<file path="src/common.sv">
// common types, enums and helpers shared by the multicycle core
package common;

    typedef logic [31:0] word_t;
    typedef logic [4:0]  creg_addr_t;

    // supported operations
    typedef enum logic [3:0] {
        op_addiu,
        op_addu,
        op_subu,
        op_and,
        op_or,
        op_lui,
        op_lw,
        op_sw,
        op_beq,
        op_invalid
    } op_t;

    typedef struct packed {
        op_t          op;
        creg_addr_t   rs;
        creg_addr_t   rt;
        creg_addr_t   dst;
        logic [15:0]  imm;
    } decoded_t;

    // core sequencing
    typedef enum logic [1:0] {
        s_fetch,
        s_execute,
        s_memory,
        s_writeback
    } cpu_state_t;

    // per-port bus handshake
    typedef enum logic [1:0] {
        hs_idle,
        hs_wait_addr,
        hs_wait_data
    } hs_state_t;

    localparam word_t reset_pc = 32'hbfc0_0000;

    // kseg0/kseg1 fold onto the low physical range
    function automatic word_t translate_addr(input word_t vaddr);
        word_t paddr;
        paddr = vaddr;
        case (vaddr[31:28])
            4'h8, 4'h9, 4'ha, 4'hb: paddr[31:29] = 3'b000;
            default: paddr = vaddr;
        endcase
        return paddr;
    endfunction

endpackage

</file>
<file path="src/dmem_if.sv">
// data memory request bundle between the datapath and the bus wrapper
interface dmem_if import common::*; ();

    logic  ren;
    logic  wen;
    word_t addr;
    word_t wd;

    modport master (
        output ren,
        output wen,
        output addr,
        output wd
    );

    modport slave (
        input ren,
        input wen,
        input addr,
        input wd
    );

endinterface

</file>
<file path="src/datapath.sv">
// multicycle datapath with control FSM, register file, alu and retire record
module datapath import common::*; (
    input  logic       clk,
    input  logic       reset,
    input  word_t      instr,
    input  logic       i_data_ok,
    input  logic       d_data_ok,
    input  word_t      rd,
    output word_t      pc,
    output logic       i_req,
    output logic       rf_wen,
    output creg_addr_t rf_wnum,
    output word_t      rf_wdata,
    output word_t      wb_pc,
    dmem_if.master     dmem
);
    cpu_state_t state;
    cpu_state_t state_next;
    word_t      ir;
    decoded_t   dec;
    word_t      regs [32];
    word_t      rs_val;
    word_t      rt_val;
    word_t      imm_sext;
    word_t      pc_plus4;
    word_t      alu_out;
    word_t      result_q;
    word_t      next_pc_q;
    logic       wb_wen;
    logic       is_mem;

    decoder u_decoder (
        .instr (ir),
        .dec   (dec)
    );

    // register 0 is hardwired to zero
    assign rs_val = (dec.rs == '0) ? '0 : regs[dec.rs];
    assign rt_val = (dec.rt == '0) ? '0 : regs[dec.rt];

    assign imm_sext = {{16{dec.imm[15]}}, dec.imm};
    assign pc_plus4 = pc + 32'd4;
    assign is_mem   = (dec.op == op_lw) || (dec.op == op_sw);

    always_comb begin
        case (dec.op)
            op_addiu, op_lw, op_sw: alu_out = rs_val + imm_sext;
            op_addu: alu_out = rs_val + rt_val;
            op_subu: alu_out = rs_val - rt_val;
            op_and:  alu_out = rs_val & rt_val;
            op_or:   alu_out = rs_val | rt_val;
            op_lui:  alu_out = {dec.imm, 16'h0000};
            default: alu_out = '0;
        endcase
    end

    always_comb begin
        case (dec.op)
            op_addiu, op_addu, op_subu, op_and, op_or, op_lui, op_lw: wb_wen = 1'b1;
            default: wb_wen = 1'b0;
        endcase
    end

    always_comb begin
        state_next = state;
        case (state)
            s_fetch: begin
                if (i_data_ok) begin
                    state_next = s_execute;
                end
            end
            s_execute: state_next = is_mem ? s_memory : s_writeback;
            s_memory: begin
                if (d_data_ok) begin
                    state_next = s_writeback;
                end
            end
            s_writeback: state_next = s_fetch;
            default: state_next = s_fetch;
        endcase
    end

    // data request held for the whole memory state
    assign dmem.ren  = (state == s_memory) && (dec.op == op_lw);
    assign dmem.wen  = (state == s_memory) && (dec.op == op_sw);
    assign dmem.addr = result_q;
    assign dmem.wd   = rt_val;

    always_ff @(posedge clk) begin
        if (reset) begin
            state  <= s_fetch;
            i_req  <= 1'b0;
            pc     <= reset_pc;
            rf_wen <= 1'b0;
            wb_pc  <= '0;
        end else begin
            state  <= state_next;
            // fetch request raised on entry, dropped after completion
            i_req  <= (state_next == s_fetch);
            rf_wen <= (state == s_writeback) && wb_wen;
            if (state == s_writeback) begin
                pc    <= next_pc_q;
                wb_pc <= pc;
            end
        end
    end

    always_ff @(posedge clk) begin
        if (state == s_fetch && i_data_ok) begin
            ir <= instr;
        end
        if (state == s_execute) begin
            result_q <= alu_out;
            // beq target relative to the following instruction
            if (dec.op == op_beq && rs_val == rt_val) begin
                next_pc_q <= pc_plus4 + (imm_sext << 2);
            end else begin
                next_pc_q <= pc_plus4;
            end
        end
        if (state == s_memory && d_data_ok && dmem.ren) begin
            result_q <= rd;
        end
        if (state == s_writeback) begin
            rf_wnum  <= dec.dst;
            rf_wdata <= result_q;
        end
    end

    // register file
    always_ff @(posedge clk) begin
        if (state == s_writeback && wb_wen) begin
            regs[dec.dst] <= result_q;
        end
    end

    // data completions only arrive while the memory state waits for them
    assert property (@(posedge clk) disable iff (reset)
        d_data_ok |-> state == s_memory);

endmodule

</file>
<file path="src/decoder.sv">
// instruction decoder for the supported MIPS subset
module decoder import common::*; (
    input  word_t    instr,
    output decoded_t dec
);
    logic [5:0] opcode;
    logic [5:0] funct;
    op_t        op;

    assign opcode = instr[31:26];
    assign funct  = instr[5:0];

    assign dec.op  = op;
    assign dec.rs  = instr[25:21];
    assign dec.rt  = instr[20:16];
    assign dec.imm = instr[15:0];

    always_comb begin
        op = op_invalid;
        case (opcode)
            6'b000000: begin
                // special group, selected by funct
                case (funct)
                    6'b100001: op = op_addu;
                    6'b100011: op = op_subu;
                    6'b100100: op = op_and;
                    6'b100101: op = op_or;
                    default:   op = op_invalid;
                endcase
            end
            6'b001001: op = op_addiu;
            6'b001111: op = op_lui;
            6'b100011: op = op_lw;
            6'b101011: op = op_sw;
            6'b000100: op = op_beq;
            default:   op = op_invalid;
        endcase
    end

    // register forms write rd, everything else writes rt
    always_comb begin
        case (op)
            op_addu, op_subu, op_and, op_or: dec.dst = instr[15:11];
            default: dec.dst = instr[20:16];
        endcase
    end

endmodule

</file>
<file path="src/handshake.sv">
// bus handshake FSM turning a held cpu request into req and a completion pulse
module handshake import common::*; (
    input  logic clk,
    input  logic reset,
    input  logic cpu_req,
    input  logic addr_ok,
    input  logic data_ok,
    output logic req,
    output logic cpu_data_ok
);
    hs_state_t state;
    hs_state_t state_next;

    // request passes through until the address is taken
    assign req = (state != hs_wait_data) && cpu_req;
    assign cpu_data_ok = (state == hs_wait_data) && data_ok;

    always_comb begin
        state_next = state;
        case (state)
            hs_idle: begin
                if (req && addr_ok) begin
                    state_next = hs_wait_data;
                end else if (req) begin
                    state_next = hs_wait_addr;
                end
            end
            hs_wait_addr: begin
                if (addr_ok) begin
                    state_next = hs_wait_data;
                end
            end
            hs_wait_data: begin
                if (data_ok) begin
                    state_next = hs_idle;
                end
            end
            default: state_next = hs_idle;
        endcase
    end

    always_ff @(posedge clk) begin
        if (reset) begin
            state <= hs_idle;
        end else begin
            state <= state_next;
        end
    end

    // the slave answers only what was accepted
    assert property (@(posedge clk) disable iff (reset) state == hs_idle |-> !data_ok);

    // the cpu keeps its request up until the completion pulse
    assert property (@(posedge clk) disable iff (reset) state != hs_idle |-> cpu_req);

endmodule

</file>
<file path="src/mycpu.sv">
// core top level with sram-style bus ports, address translation and debug trace
module mycpu import common::*; #(
    parameter logic do_addr_translation = 1'b1
) (
    input  logic       clk,
    input  logic       reset,

    output logic       inst_req,
    output word_t      inst_addr,
    input  word_t      inst_rdata,
    input  logic       inst_addr_ok,
    input  logic       inst_data_ok,

    output logic       data_req,
    output logic       data_wr,
    output word_t      data_addr,
    output word_t      data_wdata,
    input  word_t      data_rdata,
    input  logic       data_addr_ok,
    input  logic       data_data_ok,

    // debug
    output word_t      debug_wb_pc,
    output logic [3:0] debug_wb_rf_wen,
    output creg_addr_t debug_wb_rf_wnum,
    output word_t      debug_wb_rf_wdata
);
    word_t pc;
    logic  i_req;
    logic  i_data_ok;
    logic  d_data_ok;
    logic  rf_wen;

    dmem_if dmem ();

    datapath u_datapath (
        .clk       (clk),
        .reset     (reset),
        .instr     (inst_rdata),
        .i_data_ok (i_data_ok),
        .d_data_ok (d_data_ok),
        .rd        (data_rdata),
        .pc        (pc),
        .i_req     (i_req),
        .rf_wen    (rf_wen),
        .rf_wnum   (debug_wb_rf_wnum),
        .rf_wdata  (debug_wb_rf_wdata),
        .wb_pc     (debug_wb_pc),
        .dmem      (dmem.master)
    );

    handshake i_handshake (
        .clk         (clk),
        .reset       (reset),
        .cpu_req     (i_req),
        .addr_ok     (inst_addr_ok),
        .data_ok     (inst_data_ok),
        .req         (inst_req),
        .cpu_data_ok (i_data_ok)
    );

    handshake d_handshake (
        .clk         (clk),
        .reset       (reset),
        .cpu_req     (dmem.ren | dmem.wen),
        .addr_ok     (data_addr_ok),
        .data_ok     (data_data_ok),
        .req         (data_req),
        .cpu_data_ok (d_data_ok)
    );

    // both ports share the segment mapping
    assign inst_addr  = do_addr_translation ? translate_addr(pc) : pc;
    assign data_addr  = do_addr_translation ? translate_addr(dmem.addr) : dmem.addr;
    assign data_wr    = dmem.wen;
    assign data_wdata = dmem.wd;

    // writes to register 0 are not reported
    assign debug_wb_rf_wen = {4{rf_wen && (debug_wb_rf_wnum != '0)}};

    // a pending fetch keeps its address and never overlaps a data request
    assert property (@(posedge clk) disable iff (reset)
        inst_req && !inst_addr_ok |=> inst_req && $stable(inst_addr) && !data_req);

    assert property (@(posedge clk) disable iff (reset)
        data_req && !data_addr_ok |=> data_req && $stable(data_addr) && $stable(data_wr));

endmodule

</file>
<file path="config.mk">
export PLATFORM = sky130hd
export DESIGN_NAME = mycpu
export DESIGN_NICKNAME = d
export VERILOG_FILES = /design/src/common.sv /design/src/dmem_if.sv /design/src/datapath.sv /design/src/decoder.sv /design/src/handshake.sv /design/src/mycpu.sv
export SDC_FILE = /design/constraint.sdc
export NUM_CORES = 2
export LEC_CHECK = 0
export BUFFER_PORTS_ARGS = -buffer_cell sky130_fd_sc_hd__clkbuf_2
export CAP_MARGIN = 20
export CORE_MARGIN = 2
export CORE_UTILIZATION = 50
export CTS_CLUSTER_SIZE = 24
export DETAILED_ROUTE_END_ITERATION = 6
export PLACE_DENSITY = 0.67
export SLEW_MARGIN = 20
export SYNTH_ARGS = -nofsm -noshare
export SYNTH_HDL_FRONTEND = slang
export SYNTH_SLANG_ARGS = --single-unit
</file>
<file path="constraint.sdc">
create_clock -name clk -period 6.04 [get_ports clk]
set_clock_uncertainty 0.15 [all_clocks]
set_input_delay 0 -clock clk [delete_from_list [all_inputs] [get_ports clk]]
set_output_delay 0 -clock clk [all_outputs]
set_load 0.02 [all_outputs]
</file>
== Yosys cells after proc, flatten, opt, wreduce, memory -nomap -nowiden ==
Memories as Yosys holds them, arrays and structs flattened. A register that Yosys moved wholly into a read port is not among the register bits.
Cells that the tools add are included.
Cells by class
  add/sub/neg operators: 5
  equal/unequal tests: 41
  muxes and demuxes: 30
  bitwise operators: 3
  reduce and logical (&&, ||, !) cells: 32
Operator list (number)
  $pmux W32 S6: 1
  $mux W32: 5
  $add A32 B32 Y32: 3
  $eq A4 B4 Y1 const B: 9
  $eq A6 B6 Y1 const B: 6
  $add A32 B3 Y32 const B: 1
  $and A32 B32 Y32: 1
  $eq A32 B32 Y1: 1
  $or A32 B32 Y32: 1
  $sub A32 B32 Y32: 1
  $pmux W4 S6: 1
  $mux W2: 10
  $eq A4 B3 Y1 const B: 4
  $pmux W4 S4: 1
  $mux W5: 3
  $logic_and A1 B1 Y1: 14
  $eq A6 B4 Y1 const B: 2
  $ne A2 B2 Y1 const B: 6
  $pmux W2 S3: 2
  $reduce_or A4 Y1: 3
  $logic_not A5 Y1: 2
  $eq A2 B2 Y1 const B: 4
  $eq A4 B2 Y1 const B: 2
  $logic_not A2 Y1: 4
  other kinds (16): 24
Word-level totals
  register bits after elaboration: 205
  memory bits (writable): 1024
  input port bits: 70
  memories kept: 1
Memories
  u_datapath.regs: depth 32, bits a word 32, read ports 2, clocked after Yosys merged registers in 2, write ports 1, line datapath.sv:21  | word_t regs [32];

== Logic depth before layout (Yosys ltp) ==
  word-level depth: 10
  depth in mapped cells: 22
  depth with buffers taken out: 18

== Cells and area by module ==
A second synthesis with hierarchy kept.
Second synthesis, totals
  cell total of the unflattened synthesis: 3832
  area total of the unflattened synthesis: 62195.9 sq um
By module, submodules not included
  datapath: times used 1, cells each 3735, area each 61425.2 sq um
  decoder: times used 1, cells each 61, area each 491.7 sq um
  handshake: times used 2, cells each 11, area each 96.3 sq um
  mycpu: times used 1, cells each 14, area each 86.3 sq um

== Worst setup path after synthesis ==
OpenSTA, ideal clock, no wires.
  path type: register to register
  from: register (tool-made name)
  to: register u_datapath.result_q[31], in the netlist u_datapath.dmem.addr[31], data pin
  library setup time: 0.254 ns
  arrival: 5.186 ns
  slack: 0.450 ns
  cell stages (with the launch flop): 21
  period minus slack after synthesis: 5.590 ns
  cell sequence: dfxtp_1 > clkbuf_1 > clkbuf_1 > buf_1 > mux4_2 > mux4_2 > mux2_2 > o21ai_0 > o21ai_1 > ha_1 > clkbuf_1 > a211oi_1 > nor2_1 > a311o_1 > a221oi_1 > o31ai_1 > and4_1 > nor3_2 > xor2_1 > o22ai_1 > o21a_1
RTL lines
  end signal, assigned: line datapath.sv:113  | result_q <= alu_out;
  end signal, assigned: line datapath.sv:122  | result_q <= rd;
  end, declared: line datapath.sv:27  | word_t result_q;

==> impl_metrics.py <==
metrics = {
    "global_route": {
        "grt_usage_pct": 30.4,
        "grt_overflow": 0,
        "antenna_found_initial": 7,
        "grt_max_degree": 73,
        "grt_pass1_vias": 38200,
        "grt_pass1_wl_mm": 274,
    },
    "route": {
        "drc": 1,
        "drtIter0Drc": 5494,
        "wirelength_mm": 194,
        "ant_nets": 0,
        "post_drt_via_cell_ratio": 6.61,
        "dr_total_vias": 39000,
        "drt_pass1_iterations": 7,
        "wl_per_cell_um": 32.9,
    },
    "logic_synthesis": {
        "async_reset_ff_share_pct": 0,
        "syn_nets": 3991,
        "netlist_instances": 3750,
        "avgSynthCellArea_um2": 16.7,
        "synth_seq_cells": 1239,
        "synth_edf_count": 1157,
        "synth_ff_type": "edfxtp_1",
        "yosys_warnings": 0,
        "synth_area_leaders": "edfxtp_1, mux4_2, ha_1",
        "synth_top_area_cell": "edfxtp_1",
        "synth_common_cells": "edfxtp_1, mux4_2, nor2_1, ha_1, a21oi_1",
        "netlist_area_um2": 62800,
        "ys_seq_area_share_pct": 57.9,
        "ys_types": 74,
        "yosysMostFrequentCell": "edfxtp_1",
        "synth_top_area_share_pct": 55.3,
    },
    "final_layout": {
        "finalNonFillerCells": 5899,
        "area_delta_synth_final_pct": 15.5,
        "drive_gt1_share_pct": 31.9,
        "num-nets-final": 4387,
        "utilization_pct": 58.0,
    },
    "clocking": {
        "cts-root-buf": "clkbuf_16",
        "cts_max_level": 4,
        "cts_buffers": 133,
        "cts_tree": "done",
        "clock_latency_ps": 780,
        "cts_setup_buffers": 0,
        "cts.path.max_buffers": 3,
        "path_clk_slew_ps": 60,
        "cts_sinks": 1239,
    },
    "sta": {
        "period_share_pct": 96.3,
        "setup-tns-final_ps": 0,
        "finalHoldViolCount": 0,
        "setup_viol": 0,
        "timing.final.max_slew_violations": 0,
        "fmax_ghz": 0.172,
        "slew_headroom_pct": 22.4,
        "worst_slack_ps": 222,
        "period_needed_ps": 5820,
        "worst_pin_slew_ps": 1160,
        "grt_setup_unrepaired": "false",
    },
    "power_and_ir_drop": {
        "peakVddDrop_v": 0.000342,
        "powerDensity_nw_per_um2": 324,
        "p_leak_nw": 24.7,
        "finalPower_w": 0.0235,
    },
    "placement": {
        "gp_congestion": 0.971,
        "dpl.hpwl_mm": 121,
        "io_buffers": 241,
        "dpl.cell_count": 5531,
        "pre_cts_ws_ps": 320,
    },
    "die": {
        "pin_count": 242,
        "initial_core_util_pct": 50.2,
        "rows": 130,
        "die_h_um": 358,
        "core_um2": 125000,
        "die_w_um": 358,
        "dieArea_um2": 128000,
    },
    "critical_path": {
        "crit_fanout": 42,
        "worstPathArrival_ps": 6170,
        "critPathLaunchType": "flop",
        "end_kind": "flop",
        "worstPathRequired_ps": 6390,
        "crit_type": "flop to flop",
    },
    "min_path": {
        "hold_path_class": "input pin to flop",
    },
    "status": {
        "outcome": "complete, but fails checks",
        "violations": "DRC",
    },
    "job": {
        "maxCapViolations": 0,
    },
}
logic make-up after synthesis:
| logic type | after synthesis | share of synthesized area, % |
|---|---|---|
| adders and majority gates | 171 | 3.44 |
| and+or+nand+nor | 594 | 4.44 |
| AOI/OAI and AO/OA | 478 | 4.82 |
| buffers and inverters | 399 | 2.85 |
| muxes | 761 | 25.0 |
| DFF | 1239 | 57.9 |
| xor gates and xnor gates | 108 | 1.51 |
report_power, final:
| part | total (W) | switching (W) | internal, W |
|---|---|---|---|
| Combinational | 0.00510 | 0.00301 | 0.00209 |
| Sequential | 0.0104 | 0.000391 | 0.0101 |
| Clock | 0.00793 | 0.00341 | 0.00453 |
repair_timing:
| action | in CTS | in global routing |
|---|---|---|
| endpoints found under the hold margin | 149 | 0 |
| endpoints found under the setup margin | 0 | 4 |
| gates resized for setup | 0 | 3 |
| hold buffers | 116 | 0 |
final cells by class:
type	instances	area (µm²)
flip-flops and latches	1239	36400
diodes	3	7.51
inverters	114	428
well taps	1650	2060
clock inverters	73	661
clock buffers	162	3510
repair buffers	546	4500
fillers	9287	52600
multi-input cells	2112	24900
per-stage QoR:
stage	hold slack [ps]	instance area, µm²
2_1_floorplan	-71.3	62800
3_3_place_gp	28.9	66900
3_5_place_dp	28.7	66900
4_1_cts	1.17	72300
5_1_grt	47.2	72500
6_report	44.8	72500
state kept, by name, summed over array words and instances, names as in the netlist, named ones only:
| register | cells |
|---|---|
| u_datapath.regs | 1024 |
| u_datapath.dmem.addr | 32 |
| u_datapath.ir | 32 |
| u_datapath.next_pc_q | 32 |
| u_datapath.pc | 32 |
| u_datapath.rf_wdata | 32 |
| u_datapath.wb_pc | 32 |
| u_datapath.rf_wnum | 5 |
| d_handshake.state | 2 |
| i_handshake.state | 2 |
| u_datapath.state | 2 |
| u_datapath.i_req | 1 |
| u_datapath.rf_wen | 1 |
metal layers:
layer  routed length [µm]  GRT usage [%]
met1                74100           41.7
met2                90500           47.5
met3                22400           7.71
met4                 7140           10.9
met5                   36              0
path summary, 6_finish.rpt:
kind,start,endpoint,depth (start not counted),slack [ps]
setup / recovery,flop,u_datapath.next_pc_q[31],15,220
hold / removal,data_rdata[7],u_datapath.dmem.addr[7],4,40
setup reg to reg,flop,u_datapath.next_pc_q[31],15,220
hold reg to reg,u_datapath.next_pc_q[31],u_datapath.pc[31],1,300
cells in the final DEF, fill, tap and decap left out, drive strengths merged, types with 54 or more instances in the layout:
master | Yosys | routed
a21o | 54 | 54
edfxtp | 1157 | 1157
ha | 168 | 168
dfxtp | 82 | 82
nand2 | 126 | 126
xnor2 | 82 | 82
a21oi | 152 | 152
clkinv | 0 | 59
nor2 | 247 | 247
o21ai | 108 | 108
inv | 114 | 119
clkbuf | 136 | 403
mux4 | 641 | 641
mux2i | 79 | 79
buf | 149 | 189
nand2b | 54 | 54
dlygate4sd3 | 0 | 116
critical path, cell delays in order, from the launching register on:
cell	delay (ps)
dfxtp_4	390
buf_12	210
buf_12	330
mux4_2	550
mux4_2	480
mux2_2	350
o21ai_1	200
ha_1	360
or4_1	620
nor4_1	440
nand4_1	230
nor4_4	250
buf_4	220
nand3b_1	90
mux4_2	450
and2_1	150
(Power assumes the default switching activity.)
